## config.mk

```make
export PLATFORM = sky130hd
export DESIGN_NAME = mfp_ahb_gpio
export DESIGN_NICKNAME = d
export VERILOG_FILES = /design/src/source/mfp_ahb_pkg.sv /design/src/source/mfp_ahb_gpio.sv
export VERILOG_INCLUDE_DIRS = /design/src /design/src/include
export SDC_FILE = /design/constraint.sdc
export NUM_CORES = 1
export LEC_CHECK = 0
export ABC_AREA = 1
export BUFFER_PORTS_ARGS = -buffer_cell sky130_fd_sc_hd__buf_2
export CAP_MARGIN = 15
export CORE_ASPECT_RATIO = 2
export CORE_UTILIZATION = 42
export CTS_CLUSTER_DIAMETER = 120
export CTS_CLUSTER_SIZE = 30
export DETAILED_ROUTE_END_ITERATION = 8
export PLACE_DENSITY_LB_ADDON = 0.05
export REMOVE_ABC_BUFFERS = 1
export SKIP_LAST_GASP = 1
export SYNTH_ARGS = -nofsm -noshare
export SYNTH_HDL_FRONTEND = slang
export SYNTH_SLANG_ARGS = --single-unit
```

## constraint.sdc

```tcl
create_clock -name hclk -period 1.9 [get_ports hclk]
set_clock_uncertainty 0.15 [all_clocks]
set_input_delay 0.38 -clock hclk [delete_from_list [all_inputs] [get_ports hclk]]
set_output_delay 0.38 -clock hclk [all_outputs]
set_load 0.02 [all_outputs]
```

## src/include/mfp_memory_map.svh

```systemverilog
`ifndef MFP_MEMORY_MAP_SVH
`define MFP_MEMORY_MAP_SVH

// region bases and the address bits that pick a region
localparam logic [31:0] ram_base          = 32'h0000_0000;
localparam logic [31:0] ram_region_mask   = 32'hFFF0_0000;
localparam logic [31:0] gpio_base         = 32'h1F80_0000;
localparam logic [31:0] gpio_region_mask  = 32'hFFFF_0000;
localparam logic [31:0] uart_base         = 32'h1F90_0000;
localparam logic [31:0] uart_region_mask  = 32'hFFFF_0000;

// register offsets inside a region
localparam logic [3:0] gpio_red_leds_off   = 4'h0;
localparam logic [3:0] gpio_green_leds_off = 4'h4;
localparam logic [3:0] gpio_switches_off   = 4'h8;
localparam logic [3:0] gpio_buttons_off    = 4'hC;
localparam logic [3:0] uart_txdata_off     = 4'h0;
localparam logic [3:0] uart_status_off     = 4'h4;
`endif
```

## src/source/mfp_ahb_pkg.sv

```systemverilog
package mfp_ahb_pkg;

`include "mfp_memory_map.svh"

    // transfer types, busy is not used by this matrix
    localparam logic [1:0] htrans_idle   = 2'b00;
    localparam logic [1:0] htrans_nonseq = 2'b10;
    localparam logic [1:0] htrans_seq    = 2'b11;

    localparam logic [2:0] hsize_byte = 3'b000;
    localparam logic [2:0] hsize_half = 3'b001;
    localparam logic [2:0] hsize_word = 3'b010;

    // address phase, hwdata belongs to the following data phase
    typedef struct packed {
        logic [31:0] haddr;
        logic        hwrite;
        logic [2:0]  hsize;
        logic [1:0]  htrans;
        logic [31:0] hwdata;
    } ahb_req_t;

    typedef struct packed {
        logic [31:0] hrdata;
        logic        hready;
        logic        hresp;
    } ahb_rsp_t;

    typedef enum logic [1:0] {
        sel_none,
        sel_ram,
        sel_gpio,
        sel_uart
    } slave_sel_t;

    function automatic logic ahb_active(input logic [1:0] htrans);
        return htrans == htrans_nonseq || htrans == htrans_seq;
    endfunction

endpackage

```

## src/source/mfp_ahb_gpio.sv

```systemverilog
module mfp_ahb_gpio import mfp_ahb_pkg::*; (
    input  logic        hclk,
    input  logic        rst_n,
    input  ahb_req_t    req,
    input  logic        hsel,
    input  logic        hready,
    output ahb_rsp_t    rsp,
    input  logic [17:0] switches,
    input  logic [4:0]  buttons,
    output logic [17:0] red_leds,
    output logic [8:0]  green_leds
);

    logic [3:0]  reg_off;
    logic        write_pend;
    logic [17:0] switches_q;
    logic [4:0]  buttons_q;

    always_ff @(posedge hclk) begin
        if (hready && hsel)
            reg_off <= req.haddr[3:0];
    end

    always_ff @(posedge hclk) begin
        if (!rst_n) begin
            write_pend <= 1'b0;
            red_leds   <= '0;
            green_leds <= '0;
        end else begin
            if (write_pend && hready) begin
                case (reg_off)
                    gpio_red_leds_off:   red_leds   <= req.hwdata[17:0];
                    gpio_green_leds_off: green_leds <= req.hwdata[8:0];
                    default: ;
                endcase
            end
            if (hready)
                write_pend <= hsel && ahb_active(req.htrans) && req.hwrite;
        end
    end

    // one register stage on the pins
    always_ff @(posedge hclk) begin
        switches_q <= switches;
        buttons_q  <= buttons;
    end

    always_comb begin
        case (reg_off)
            gpio_red_leds_off:   rsp.hrdata = {14'b0, red_leds};
            gpio_green_leds_off: rsp.hrdata = {23'b0, green_leds};
            gpio_switches_off:   rsp.hrdata = {14'b0, switches_q};
            gpio_buttons_off:    rsp.hrdata = {27'b0, buttons_q};
            default:             rsp.hrdata = '0;
        endcase
    end

    assign rsp.hready = 1'b1;
    assign rsp.hresp  = 1'b0;

endmodule

```

==> flow_summary.ini <==
[outcome]
status = finished, violations left
violations = negative setup slack

[placed_design]
io_buffers = 95
pre_cts_ws_ns = -0.00574
gp_congestion = 0.701
postPlaceCellArea_sq_um = 2990
dp_cells = 492
dp_hpwl_mm = 4.04

[sta]
max_clock_freq_mhz = 472
slew_violations = 0
fin_ws_ns = -0.220
min_period_over_period_pct = 112
grt_setup_unrepaired = yes
relSlewSlack_pct = 63.5
fin_crit_ns = 2.12
worstMarginPinSlew_ns = 0.547
hold_viol = 0
setup_viol = 18

[floorplan]
core_region_area_sq_um = 5660
die_w_um = 56.0
die_y_um = 110
die_area_sq_um = 6150
initial_core_util_pct = 43.2
rows = 39
ios = 158

[drt]
ant_nets = 0
vias = 2271
routed_wl_mm = 5.79
remaining_drc_errors = 0
firstDrtPassIters = 4
viasPerCell = 4.44
wire_per_inst_um = 11.3
drt_iter0_drc = 48

[power_and_ir_drop]
sequentialPowerShare_pct = 48.8
power.density_nw_per_um2 = 739
ir_worst_vdd_mv = 0.771
power_frac_comb_pct = 10.6
leakage_nw = 1.88
power.clock.fraction_pct = 40.6
p_int_mw = 1.92
p_sw_share_pct = 22.8
p_switching_mw = 0.566

[flow_run]
maxCapViolations = 0

[yosys]
synthDistinctLibCells = 19
synth_area_leaders = dfxtp_1, nand2_1, inv_1
synthCells = 338
synthSimpleGateAreaFrac_pct = 31.1
synth_top_family_by_area = simple AND/OR/NAND/NOR gates
synth_fa_ha_area_share_pct = 0
avgSynthCellArea_sq_um = 7.24
synth-seq-cells = 55
synth.cell_area_sq_um = 2450
yosys_warnings = 0
synth_compound_area_share_pct = 3.32
synth.most_common_cell = nand2_1
synthMuxAreaShare_pct = 0
synth_ff_type = dfxtp_1
yosys.area_share.xor_xnor_pct = 0
synth_edf_count = 4
synth_common_cells = nand2_1, inv_1, dfxtp_1
synth_top_area_cell = dfxtp_1
netlist.area_leader.share_pct = 41.7
synth.yosys.seq_area_share_pct = 46.6
async_reset_ff_share_pct = 0

[cts]
cts_tree = done
clkLatencyLatePin_ns = 0.29
clock_sinks = 55
cts_buffers = 5
cts_buffer_depth = 2
path_clk_slew_ns = 0.07
cts_hold_buf = 0
cts_max_level = 2
root_buffer = clkbuf_16

[critical_path]
cp_slowest_cell = edfxtp_1
cp_cell_sequence = inv_2, nand2_4, nor2_4, buf_12, buf_12, nand2_1, o211ai_1, buf_4
critPathMaxStageDelay_ns = 0.44
cp_common_cell = buf_12
cp.arrival_ns = 1.59
cp-end-kind = output port
path_class = reg -> out
worstPathRequired_ns = 1.37
worstSetupStartpointType = register
crit_family = buffers and inverters
cp_num_buf_inv = 4
path_max_fanout = 7

[cells_and_area]
diodes = 0
instances_no_fill = 512
finalNetCount = 547
syn_to_final_growth_pct = 37.4
layout-drive-gt1-share_pct = 31.5
fin_area_sq_um = 3360
postLayoutCoreUtil_pct = 59.4

[grt]
grt_pass1_wl_mm = 9.15
grt_max_degree = 37
antenna_found_initial = 0
track_usage_pct = 19.5
grt_pass1_vias = 2029
grt_overflow = 0

[hold_path]
hold_class = in -> reg
-- final cells by class --
type / count / area [sq um]
clock inverters: 1 / 5.00
fillers: 572 / 2300
flip-flops and latches: 55 / 1140
well taps: 61 / 76.3
clock buffers: 7 / 164
inverters: 63 / 236
repair buffers: 120 / 811
multi-input cells: 205 / 928
-- repair_timing --
| action | 4_1_cts | 5_1_grt |
|---|---|---|
| setup buffers | 10 | 1 |
| endpoints found under the setup margin | 18 | 18 |
| gates resized for setup | 16 | 13 |
| cloned | 1 | 0 |
| pin swaps | 4 | 5 |
-- registers in the layout, summed over array words and instances (netlist names) --
name and count:
switches_q 18, reg_off 4, red_leds 18, write_pend 1
buttons_q 5, green_leds 9
-- kinds of logic after synthesis --
logic type / count (synthesis)
flip-flops: 55
buffers and inverters: 92
AO/OA/AOI/OAI: 14
AND/OR/NAND/NOR: 175
other: 2
-- power groups by stage --
stage	combinational (mW)	sequential, mW	clock, mW
after CTS	0.259	1.21	1.04
after global routing	0.290	1.21	1.07
final	0.264	1.21	1.01
after global placement	0.216	1.24	0
after floorplan	0.0954	1.24	0
after detailed placement	0.219	1.24	0
-- metrics by stage --
stage	power, mW	hold slack, ns	setup TNS [ns]
2_1_floorplan	1.34	0.258	-6.01
3_3_place_gp	1.46	0.332	0
3_5_place_dp	1.46	0.334	-0.00574
4_1_cts	2.51	0.0244	-3.49
5_1_grt	2.57	0.0250	-5.21
6_report	2.48	0.0301	-3.34
-- final timing paths --
kind	start	cells after the start	slack [ns]	end
worst max-delay path	reg_off[2]	8	-0.22	rsp[10]
worst min-delay path	switches[10]	1	0.03	switches_q[10]
worst max register to register	reg_off[3]	8	0.15	green_leds[2]
worst min register to register	green_leds[4]	4	0.37	green_leds[4]
-- routing by layer --
metal	track usage, %	wire length (um)	vias to the layer above
met3	4.82	358	6
met5	0	0	-
met4	7.32	96	0
met1	19.9	2180	997
met2	37.5	3160	72
li1	-	-	1196
-- cells in the final DEF, fill, tap and decap left out, types with 4 or more instances in the layout --
cell type / instances
nand2_1: 96
buf_2: 83
o21ai_0: 7
dfxtp_1: 51
o211ai_1: 4
inv_1: 62
clkbuf_16: 6
nand3_1: 5
nand2_2: 5
buf_6: 6
nor2_1: 47
nand4_1: 14
conb_1: 16
edfxtp_1: 4
buf_4: 24
buf_12: 6
Note: power is estimated with default switching activity, not from simulation.
