==> config.mk <==
export PLATFORM = sky130hd
export DESIGN_NAME = mfp_ahb_uart
export DESIGN_NICKNAME = d
export VERILOG_FILES = /design/src/source/mfp_ahb_pkg.sv /design/src/source/mfp_ahb_uart.sv
export VERILOG_INCLUDE_DIRS = /design/src /design/src/include
export SDC_FILE = /design/constraint.sdc
export NUM_CORES = 1
export LEC_CHECK = 0
export CORE_AREA = 2 2 58 60
export CTS_CLUSTER_SIZE = 10
export DETAILED_ROUTE_END_ITERATION = 10
export DIE_AREA = 0 0 60 62
export DONT_BUFFER_PORTS = 1
export HOLD_SLACK_MARGIN = 0.02
export PLACE_DENSITY = 0.66
export REMOVE_ABC_BUFFERS = 1
export SLEW_MARGIN = 20
export SYNTH_ARGS = -nofsm -noshare
export SYNTH_HDL_FRONTEND = slang
export SYNTH_SLANG_ARGS = --single-unit
==> constraint.sdc <==
create_clock -name hclk -period 1.55 [get_ports hclk]
set_clock_uncertainty 0.15 [all_clocks]
set_input_delay 0.2325 -clock hclk [delete_from_list [all_inputs] [get_ports hclk]]
set_output_delay 0.2325 -clock hclk [all_outputs]
set_load 0.005 [all_outputs]
==> src/include/mfp_memory_map.svh <==
`ifndef MFP_MEMORY_MAP_SVH
`define MFP_MEMORY_MAP_SVH

// region bases and the address bits that pick a region
localparam logic [31:0] ram_base          = 32'h0000_0000;
localparam logic [31:0] ram_region_mask   = 32'hFFF0_0000;
localparam logic [31:0] gpio_base         = 32'h1F80_0000;
localparam logic [31:0] gpio_region_mask  = 32'hFFFF_0000;
localparam logic [31:0] uart_base         = 32'h1F90_0000;
localparam logic [31:0] uart_region_mask  = 32'hFFFF_0000;

// register offsets inside a region
localparam logic [3:0] gpio_red_leds_off   = 4'h0;
localparam logic [3:0] gpio_green_leds_off = 4'h4;
localparam logic [3:0] gpio_switches_off   = 4'h8;
localparam logic [3:0] gpio_buttons_off    = 4'hC;
localparam logic [3:0] uart_txdata_off     = 4'h0;
localparam logic [3:0] uart_status_off     = 4'h4;
`endif
==> src/source/mfp_ahb_pkg.sv <==
package mfp_ahb_pkg;

`include "mfp_memory_map.svh"

    // transfer types, busy is not used by this matrix
    localparam logic [1:0] htrans_idle   = 2'b00;
    localparam logic [1:0] htrans_nonseq = 2'b10;
    localparam logic [1:0] htrans_seq    = 2'b11;

    localparam logic [2:0] hsize_byte = 3'b000;
    localparam logic [2:0] hsize_half = 3'b001;
    localparam logic [2:0] hsize_word = 3'b010;

    // address phase, hwdata belongs to the following data phase
    typedef struct packed {
        logic [31:0] haddr;
        logic        hwrite;
        logic [2:0]  hsize;
        logic [1:0]  htrans;
        logic [31:0] hwdata;
    } ahb_req_t;

    typedef struct packed {
        logic [31:0] hrdata;
        logic        hready;
        logic        hresp;
    } ahb_rsp_t;

    typedef enum logic [1:0] {
        sel_none,
        sel_ram,
        sel_gpio,
        sel_uart
    } slave_sel_t;

    function automatic logic ahb_active(input logic [1:0] htrans);
        return htrans == htrans_nonseq || htrans == htrans_seq;
    endfunction

endpackage

==> src/source/mfp_ahb_uart.sv <==
module mfp_ahb_uart import mfp_ahb_pkg::*; #(
    parameter int clks_per_bit = 434
) (
    input  logic     hclk,
    input  logic     rst_n,
    input  ahb_req_t req,
    input  logic     hsel,
    input  logic     hready,
    output ahb_rsp_t rsp,
    output logic     tx
);

    localparam int baud_w = $clog2(clks_per_bit + 1);

    logic [3:0]        reg_off;
    logic              data_pend;
    logic              busy;
    logic              load;
    logic              baud_tick;
    logic [9:0]        shift_q;
    logic [3:0]        bit_cnt;
    logic [baud_w-1:0] baud_cnt;

    always_ff @(posedge hclk) begin
        if (hready && hsel)
            reg_off <= req.haddr[3:0];
    end

    // transmit data write sitting in its data phase
    always_ff @(posedge hclk) begin
        if (!rst_n)
            data_pend <= 1'b0;
        else if (hready)
            data_pend <= hsel && ahb_active(req.htrans) && req.hwrite
                         && req.haddr[3:0] == uart_txdata_off;
    end

    assign load      = data_pend && !busy;
    assign baud_tick = baud_cnt == baud_w'(clks_per_bit - 1);

    // frame is stop, 8 data bits, start; shifted out from bit 0
    always_ff @(posedge hclk) begin
        if (!rst_n) begin
            busy     <= 1'b0;
            shift_q  <= '1;
            bit_cnt  <= '0;
            baud_cnt <= '0;
        end else if (load) begin
            busy     <= 1'b1;
            shift_q  <= {1'b1, req.hwdata[7:0], 1'b0};
            bit_cnt  <= '0;
            baud_cnt <= '0;
        end else if (busy) begin
            if (baud_tick) begin
                baud_cnt <= '0;
                shift_q  <= {1'b1, shift_q[9:1]};
                if (bit_cnt == 4'd9)
                    busy <= 1'b0;
                else
                    bit_cnt <= bit_cnt + 4'd1;
            end else begin
                baud_cnt <= baud_cnt + 1'b1;
            end
        end
    end

    // line idles high once all ten bits are out
    assign tx = shift_q[0];

    assign rsp.hrdata = (reg_off == uart_status_off) ? {31'b0, busy} : '0;
    // stall a new byte until the current frame is done
    assign rsp.hready = !(data_pend && busy);
    assign rsp.hresp  = 1'b0;

endmodule

==> results.json <==
{
  "htreeDepth": 1,
  "layout_common_cells": "32 x conb_1, 22 x dfxtp_1, 18 x buf_4",
  "run_status": "complete, but fails checks",
  "violations": "setup timing",
  "path_buf_inv": 1,
  "nets": 284,
  "synth_area_per_cell_um2": 8.91,
  "grt_remaining_overflow": 0,
  "min_from": "req[33]",
  "r2r_slack_ps": -120,
  "setup_viol": 19,
  "grt_antenna_before_repair": 0,
  "clockRootBuffer": "clkbuf_4",
  "rr_startpoint": "busy",
  "fin_crit_ps": 1670,
  "yosysSeqAreaShare_pct": 39.9,
  "hold_end": "data_pend",
  "synth-warning-count": 0,
  "total_power_mw": 1.31,
  "rsz0062_at_grt": "true",
  "die_x_um": 60,
  "clock_sinks": 28,
  "wl_um": 3010,
  "drtPass1Iterations": 4,
  "synth_compound_area_share_pct": 7.56,
  "ios": 109,
  "synth.largest_area_cell": "dfxtp_1",
  "ys_ff_latch": 28,
  "cp.required_ps": 1620,
  "p_per_area_nw_per_um2": 700,
  "slowest_stage": "dfxtp_1",
  "synth.area.top_cells": "dfxtp_1 32%, buf_4 16%, edfxtp_1 8.0%, nor2_1 5.5%, nand2_1 4.5%",
  "synth_top_area_share_pct": 31.9,
  "grt_max_degree": 17,
  "hpwl_um": 1970,
  "final_common_cell": "conb_1",
  "fmax_ghz": 0.600,
  "worstPathArrival_ps": 1740,
  "cp_max_fo": 4,
  "cts_tree": "yes",
  "synth_edf_count": 4,
  "cts_buffer_depth": 2,
  "postRouteAntennaNets": 0,
  "dp_cells": 229,
  "p_leak_nw": 0.771,
  "min_path_type": "in -> reg",
  "cp_cell_sequence": "or2b_1, buf_4, nor4_4, xnor2_1, nor2_1",
  "synth-adder-area-share_pct": 3.33,
  "numCtsBuffers": 3,
  "fin_hold_ws_ps": 31.8,
  "min_path_cells": 3,
  "drtIter0Drc": 18,
  "wire_per_inst_um": 12.0,
  "peakVddDrop_mv": 0.468,
  "grt_pass1_wl_um": 5030,
  "synthDistinctLibCells": 35,
  "viasPerCell": 4.70,
  "layout.cells.non_filler": 251,
  "synth-simple-area-share_pct": 24.8,
  "path_clk_slew_ps": 160,
  "syn_area_um2": 1510,
  "initial_core_util_pct": 47.3,
  "crit_family": "simple AND/OR/NAND/NOR gates",
  "diodes": 0,
  "reg2reg_depth": 5,
  "syn_inst": 169,
  "hold_viol": 0,
  "maxSlewViolCount": 0,
  "num_vias": 1179,
  "die_y_um": 62,
  "worst_setup_path_start_kind": "register",
  "r2r_end": "bit_cnt[0]",
  "io_buffers": 0,
  "maxCapViolations": 0,
  "synth_ff_type": "dfxtp_1",
  "period_share_pct": 108,
  "grt_pass1_vias": 1163,
  "gp_congestion": 0.765,
  "final.setup.worst_slack_ps": -117,
  "dieArea_um2": 3720,
  "synth_top_family_by_area": "simple AND/OR/NAND/NOR gates",
  "area_delta_synth_final_pct": 24.6,
  "end_kind": "register",
  "max_stage_delay_ps": 360,
  "grt_use_total_pct": 18.1,
  "row_count": 21,
  "coreArea_um2": 3180,
  "path_class": "reg -> reg",
  "synthMuxAreaShare_pct": 0.665,
  "async_reset_ff_share_pct": 0,
  "drc": 0,
  "drive_gt1_share_pct": 25.9,
  "insertion_delay_ps": 330,
  "synth-xor-area-share_pct": 5.24
}
[state kept, by name (all words and copies together) (netlist names)]
register	count
busy	1
bit_cnt	4
shift_q	9
data_pend	1
baud_cnt	9
reg_off	4
[layout make-up]
type | count | area, um2
clock buffers | 3 | 22.5
clock inverters | 1 | 30.0
fillers | 278 | 1300
inverters | 5 | 18.8
multi-input cells | 134 | 846
flip-flops and latches | 28 | 603
well taps | 46 | 57.6
repair buffers | 34 | 298
[repair_timing]
item,4_1_cts,5_1_grt
gates resized for setup,15,14
hold buffers,14,0
setup buffers,2,1
setup endpoints to repair,19,22
pin swaps,21,7
endpoints found under the hold margin,15,0
gates cloned,1,0
[per-stage QoR]
| step | utilization, % | setup WS (ps) | cell area [um2] | TNS, ps |
|---|---|---|---|---|
| 4_1_cts | 57.1 | -105 | 1820 | -850 |
| 3_3_place_gp | 48.8 | -138 | 1550 | -1580 |
| 3_5_place_dp | 48.8 | -180 | 1550 | -1940 |
| 5_1_grt | 59.0 | -187 | 1880 | -2160 |
| 2_1_floorplan | - | -159 | 1370 | -1460 |
| 6_report | 59.0 | -117 | 1880 | -985 |
[kinds of logic (layout without fill, tap and decap cells)]
family	after synthesis	count (layout)
multiplexers	1	1
flip-flops	28	28
other	1	32
AND/OR/NAND/NOR	67	68
adder cells (fa/ha/maj)	4	4
AO/OA/AOI/OAI	20	20
buffers and inverters	39	43
XOR/XNOR	9	9
[worst max path at each step]
stage | start | endpoint | slack [ps] | depth (start not counted)
finish | busy | bit_cnt[0] | -120 | 5
global route | baud_cnt[1] | bit_cnt[0] | -190 | 7
CTS | baud_cnt[1] | bit_cnt[0] | -110 | 7
floorplan | baud_cnt[0] | baud_cnt[1] | -160 | 5
detailed placement | baud_cnt[1] | bit_cnt[1] | -180 | 7
global placement | baud_cnt[1] | baud_cnt[1] | -140 | 6
[synth_stat cells (2+ instances only)]
cell	count
buf_4	32
dfxtp_1	24
nor2_1	22
nand2_1	18
a21oi_1	11
xnor2_1	7
nand3_1	6
inv_1	5
edfxtp_1	4
ha_1	4
a31oi_1	3
and2_1	3
nand3b_1	3
a211oi_1	2
nand4_1	2
nor3_1	2
o21ai_0	2
xor2_1	2
[layer usage]
layer | vias to the layer above | global-route usage [%] | wire (um)
met4 | 0 | 6.67 | 27
li1 | 574 | - | -
met1 | 553 | 19.3 | 1180
met3 | 4 | 2.07 | 154
met5 | - | 0 | 0
met2 | 48 | 36.2 | 1650
[report_power, final]
group	switching, mW	internal (mW)	total [mW]
Sequential	0.00211	0.745	0.747
Clock	0.224	0.262	0.486
Combinational	0.0450	0.0345	0.0795
[worst reg2reg max path, cell delays in order (launching register included)]
cell	delay, ps
dfxtp_1	360
or2b_1	270
buf_4	170
nor4_4	360
xnor2_1	170
nor2_1	70
Note: power is estimated with default switching activity, not from simulation.
