[src/include/mfp_memory_map.svh]
`ifndef MFP_MEMORY_MAP_SVH
`define MFP_MEMORY_MAP_SVH

// region bases and the address bits that pick a region
localparam logic [31:0] ram_base          = 32'h0000_0000;
localparam logic [31:0] ram_region_mask   = 32'hFFF0_0000;
localparam logic [31:0] gpio_base         = 32'h1F80_0000;
localparam logic [31:0] gpio_region_mask  = 32'hFFFF_0000;
localparam logic [31:0] uart_base         = 32'h1F90_0000;
localparam logic [31:0] uart_region_mask  = 32'hFFFF_0000;

// register offsets inside a region
localparam logic [3:0] gpio_red_leds_off   = 4'h0;
localparam logic [3:0] gpio_green_leds_off = 4'h4;
localparam logic [3:0] gpio_switches_off   = 4'h8;
localparam logic [3:0] gpio_buttons_off    = 4'hC;
localparam logic [3:0] uart_txdata_off     = 4'h0;
localparam logic [3:0] uart_status_off     = 4'h4;
`endif
[src/source/mfp_ahb_pkg.sv]
package mfp_ahb_pkg;

`include "mfp_memory_map.svh"

    // transfer types, busy is not used by this matrix
    localparam logic [1:0] htrans_idle   = 2'b00;
    localparam logic [1:0] htrans_nonseq = 2'b10;
    localparam logic [1:0] htrans_seq    = 2'b11;

    localparam logic [2:0] hsize_byte = 3'b000;
    localparam logic [2:0] hsize_half = 3'b001;
    localparam logic [2:0] hsize_word = 3'b010;

    // address phase, hwdata belongs to the following data phase
    typedef struct packed {
        logic [31:0] haddr;
        logic        hwrite;
        logic [2:0]  hsize;
        logic [1:0]  htrans;
        logic [31:0] hwdata;
    } ahb_req_t;

    typedef struct packed {
        logic [31:0] hrdata;
        logic        hready;
        logic        hresp;
    } ahb_rsp_t;

    typedef enum logic [1:0] {
        sel_none,
        sel_ram,
        sel_gpio,
        sel_uart
    } slave_sel_t;

    function automatic logic ahb_active(input logic [1:0] htrans);
        return htrans == htrans_nonseq || htrans == htrans_seq;
    endfunction

endpackage

[src/source/mfp_ahb_decoder.sv]
module mfp_ahb_decoder import mfp_ahb_pkg::*; (
    input  logic        hclk,
    input  logic        rst_n,
    input  ahb_req_t    req,
    output logic        hsel_ram,
    output logic        hsel_gpio,
    output logic        hsel_uart,
    input  ahb_rsp_t    ram_rsp,
    input  ahb_rsp_t    gpio_rsp,
    input  ahb_rsp_t    uart_rsp,
    output logic [31:0] hrdata,
    output logic        hready,
    output logic        hresp
);

    typedef enum logic {
        err_idle,
        err_last
    } err_state_t;

    slave_sel_t addr_sel;
    slave_sel_t data_sel;
    logic       data_active;
    logic       err_start;
    err_state_t err_state;
    ahb_rsp_t   rsp;

    assign hsel_ram  = (req.haddr & ram_region_mask)  == ram_base;
    assign hsel_gpio = (req.haddr & gpio_region_mask) == gpio_base;
    assign hsel_uart = (req.haddr & uart_region_mask) == uart_base;

    always_comb begin
        if (hsel_ram)
            addr_sel = sel_ram;
        else if (hsel_gpio)
            addr_sel = sel_gpio;
        else if (hsel_uart)
            addr_sel = sel_uart;
        else
            addr_sel = sel_none;
    end

    // data phase owner, only moves when the bus is ready
    always_ff @(posedge hclk) begin
        if (!rst_n) begin
            data_sel    <= sel_none;
            data_active <= 1'b0;
        end else if (hready) begin
            data_active <= ahb_active(req.htrans);
            data_sel    <= ahb_active(req.htrans) ? addr_sel : sel_none;
        end
    end

    // unmapped transfer waiting for its first error cycle
    assign err_start = data_active && data_sel == sel_none && err_state == err_idle;

    always_ff @(posedge hclk) begin
        if (!rst_n)
            err_state <= err_idle;
        else if (err_state == err_last)
            err_state <= err_idle;
        else if (err_start)
            err_state <= err_last;
    end

    always_comb begin
        rsp = '{hrdata: '0, hready: 1'b1, hresp: 1'b0};
        case (data_sel)
            sel_ram:  rsp = ram_rsp;
            sel_gpio: rsp = gpio_rsp;
            sel_uart: rsp = uart_rsp;
            default: begin
                if (err_state == err_last) begin
                    rsp.hresp = 1'b1;
                end else if (err_start) begin
                    rsp.hready = 1'b0;
                    rsp.hresp  = 1'b1;
                end
            end
        endcase
    end

    assign hrdata = rsp.hrdata;
    assign hready = rsp.hready;
    assign hresp  = rsp.hresp;

endmodule

[config.mk]
export PLATFORM = sky130hd
export DESIGN_NAME = mfp_ahb_decoder
export DESIGN_NICKNAME = d
export VERILOG_FILES = /design/src/source/mfp_ahb_pkg.sv /design/src/source/mfp_ahb_decoder.sv
export VERILOG_INCLUDE_DIRS = /design/src /design/src/include
export SDC_FILE = /design/constraint.sdc
export NUM_CORES = 1
export LEC_CHECK = 0
export BUFFER_PORTS_ARGS = -buffer_cell sky130_fd_sc_hd__clkbuf_2
export CORE_AREA = 2 2 82 84
export DETAILED_ROUTE_END_ITERATION = 8
export DIE_AREA = 0 0 84 86
export HOLD_SLACK_MARGIN = 0.1
export PLACE_DENSITY = 0.67
export SLEW_MARGIN = 30
export SYNTH_ARGS = -nofsm -noshare
export SYNTH_HDL_FRONTEND = slang
export SYNTH_SLANG_ARGS = --single-unit
[constraint.sdc]
create_clock -name hclk -period 1.42 [get_ports hclk]
set_clock_uncertainty 0.15 [all_clocks]
set_input_delay 0 -clock hclk [delete_from_list [all_inputs] [get_ports hclk]]
set_output_delay 0 -clock hclk [all_outputs]
set_load 0.02 [all_outputs]
==> qor.yml <==
pwr:
  p_seq_share_pct: 17.8
  pwr-share-comb_pct: 43.2
  clkPwrFrac_pct: 39.1
  swShare_pct: 23.7
  power_w: 0.000659
  leakage_nw: 1.14
  vdd_drop_max_mv: 0.199
  p_int_w: 0.000503
  power.density_nw_per_um2: 306
  p_sw_w: 0.000157
outcome:
  failed_checks: "negative setup slack"
  status: "finished, violations left"
timing:
  setup-tns-final_ps: -6700
  drv_slew: 0
  finalCritPeriodShare_pct: 115
  fin_crit_ps: 1640
  worstMarginPinSlew_ps: 306
  max_freq_mhz: 611
  final_hold_viol_count: 0
  maxSlewHeadroom_pct: 79.5
  worst_slack_ps: -217
  setup_viol: 37
  rsz0062_at_grt: "true"
global_routing:
  grt_max_degree: 22
  grt_pass1_wl_mm: 7.40
  antenna_found_initial: 0
  grtUsageMet2_pct: 25.7
  grt_overflow_total: 0
  gr-usage-met1_pct: 12.8
  grtUsageTotal_pct: 12.5
  grt_pass1_vias: 1633
  grtUsageMet3_pct: 2.69
  top_usage_layer: "met2"
critical_path:
  cp_data_arrival_time_ps: 1490
  rr_endpoint: "data_sel[1]$_SDFFE_PN0P_"
  critPathMaxStageDelay_ps: 410
  reg2regPathDepth: 4
  reg2reg_slack_ps: -190
  crit_required_ps: 1270
  worst-path-buf-inv: 2
  path_class: "reg2out"
  cp.depth: 4
  critPathSlowestCell: "dfxtp_4"
  cp_max_fo: 13
  startpoint_type: "flip-flop"
  cp_top_family: "flip-flops"
  timing.rr.start: "data_sel[0]$_SDFFE_PN0P_"
  critPathCapture: "hrdata[28]"
  startpoint: "data_sel[0]$_SDFFE_PN0P_"
  path_cells: "buf_8, mux2_2, a22o_1, clkbuf_2"
  endpoint_kind: "output pin"
clock_network:
  clock-sinks: 4
  h-tree-depth: 1
  clk_pin_slew_ps: 40
  clk_latency_ps: 220
  cts_buffers: 3
  cts_max_path_buffers: 2
  cts_tree: "yes"
  clock-root-buffer: "clkbuf_8"
cells_and_area:
  multi_input_area_um2: 887
  final_util_pct: 34.3
  seqCellArea_um2: 87.6
  final_cells: 351
  fillers: 669
  num_antenna_cells: 0
  nNetsFinal: 449
  area_growth_pct: 115
  drive_above_1_share_pct: 78.1
placement:
  place_hpwl_mm: 3.84
  place_congestion: 0.763
  dpl.cell_count: 337
  place_ws_ps: -50.4
  io_buffers: 157
die:
  die_w_um: 84
  ios: 211
  coreArea_um2: 6280
  die_h_um: 86
  row_count: 29
  initial_core_util_pct: 16.0
  dieArea_um2: 7220
routing:
  routedWlPerCell_um: 13.4
  vias: 1618
  drtIter0Drc: 40
  detail_route.drc_violations: 0
  routed_wl_mm: 4.70
  antenna_left: 0
  drtPass1Iterations: 4
  viasPerCell: 4.61
run:
  cap_violations: 0
logic_synthesis:
  ys_seq_elements: 4
  yosysWarnings: 0
  ys_seq_area_share_pct: 7.99
  ys_types: 24
  syn_nets: 281
  netlist_area_um2: 1000
  synth.avg_cell_area_um2: 9.37
  syn_inst: 107
min_path:
  holdCritPathClass: "in2out"
cells in the final DEF (no fill, tap or decap), types with 2 or more instances in the layout:
cell and instances:
dlygate4sd3_1 6, mux2_2 30, nand2b_4 2, a22o_1 32, buf_4 6, buf_12 2
clkbuf_8 4, mux4_2 2, nor4b_1 2, mux2_4 2, buf_8 3, and4_1 2
clkbuf_2 142, buf_2 11, dfxtp_4 2, buf_6 3, nor4_1 3, mux2i_1 2
dfxtp_1 2
synthesized netlist by cell type:
master | number | area share [%]
a211oi_1 | 1 | 0.75
a21oi_2 | 1 | 0.87
a221oi_1 | 1 | 0.87
a22o_1 | 32 | 28
a32oi_1 | 1 | 0.87
and2_1 | 1 | 0.62
and4_1 | 2 | 1.7
and4b_1 | 1 | 1.0
buf_2 | 4 | 2.0
buf_4 | 3 | 2.2
clkbuf_1 | 5 | 1.9
dfxtp_1 | 4 | 8.0
inv_1 | 1 | 0.37
mux2_2 | 32 | 36
mux2i_1 | 2 | 2.0
mux4_2 | 2 | 4.5
nand2_1 | 2 | 0.75
nand2b_1 | 2 | 1.2
nor2_1 | 1 | 0.37
nor2b_1 | 2 | 1.2
nor3_1 | 1 | 0.50
nor4_1 | 3 | 1.9
nor4b_1 | 2 | 1.7
or2_2 | 1 | 0.62
how the worst min path moves through the flow:
stage             from                  endpoint  slack [ps]  depth (start not counted)
4_1_cts        req[58]                 hsel_gpio         160                          3
3_5_place_dp     rst_n  data_active$_SDFFE_PN0P_         140                          3
3_3_place_gp     rst_n  data_active$_SDFFE_PN0P_         140                          3
2_1_floorplan  req[58]                 hsel_gpio         -70                          1
5_1_grt        req[58]                 hsel_gpio         190                          3
6_report       req[58]                 hsel_gpio         160                          3
power groups by stage:
stage / clock network, W / logic (W) / registers [W]
floorplan: 0 / 0.0000786 / 0.000121
global placement: 0 / 0.000252 / 0.000120
detailed placement: 0 / 0.000259 / 0.000120
CTS: 0.000267 / 0.000282 / 0.000117
finish: 0.000257 / 0.000285 / 0.000117
global route: 0.000273 / 0.000314 / 0.000118
kinds of logic (layout without fill, tap and decap cells):
family	Yosys count	count (layout)	synth area share [%]
AOI/OAI and AO/OA	36	36	31.3
buffers and inverters	13	180	6.49
DFF	4	4	7.99
and+or+nand+nor	18	18	11.7
muxes	36	36	42.4
worst register-to-register path, cell delays in order, from the launching register on:
cell and delay [ps]:
dfxtp_4 410, buf_4 140, mux4_2 540, a32oi_1 200, nor2_1 50
per-layer routing:
metal	up-vias	routed length, um
li1	775	-
met1	756	1670
met2	85	2620
met3	2	389
met4	0	23
met5	-	0
through the flow:
| step | cell area (um^2) | hold WS, ps |
|---|---|---|
| 2_1_floorplan | 1020 | -71.9 |
| 3_3_place_gp | 1930 | 143 |
| 3_5_place_dp | 1930 | 144 |
| 4_1_cts | 2130 | 158 |
| 5_1_grt | 2150 | 186 |
| 6_report | 2150 | 160 |
flip-flops by register name, summed over array words and instances (netlist names):
name,count
data_sel,2
err_state,1
data_active,1
what timing repair did:
item | in CTS | in global routing
hold buffers | 6 | 0
gates cloned | 1 | 0
setup endpoints to repair | 36 | 37
pin swaps | 1 | 0
gates resized for setup | 13 | 20
hold endpoints to repair | 4 | 0
setup buffers | 3 | 0
final cells by class:
type | instances | share of cell area (%)
Clock buffer | 4 | 2.09
Inverter | 1 | 0.175
Sequential cell | 4 | 4.07
Multi-Input combinational cell | 90 | 41.2
Timing Repair Buffer | 175 | 47.9
Tap cell | 77 | 4.48
Power figures use the tool's default switching activity.
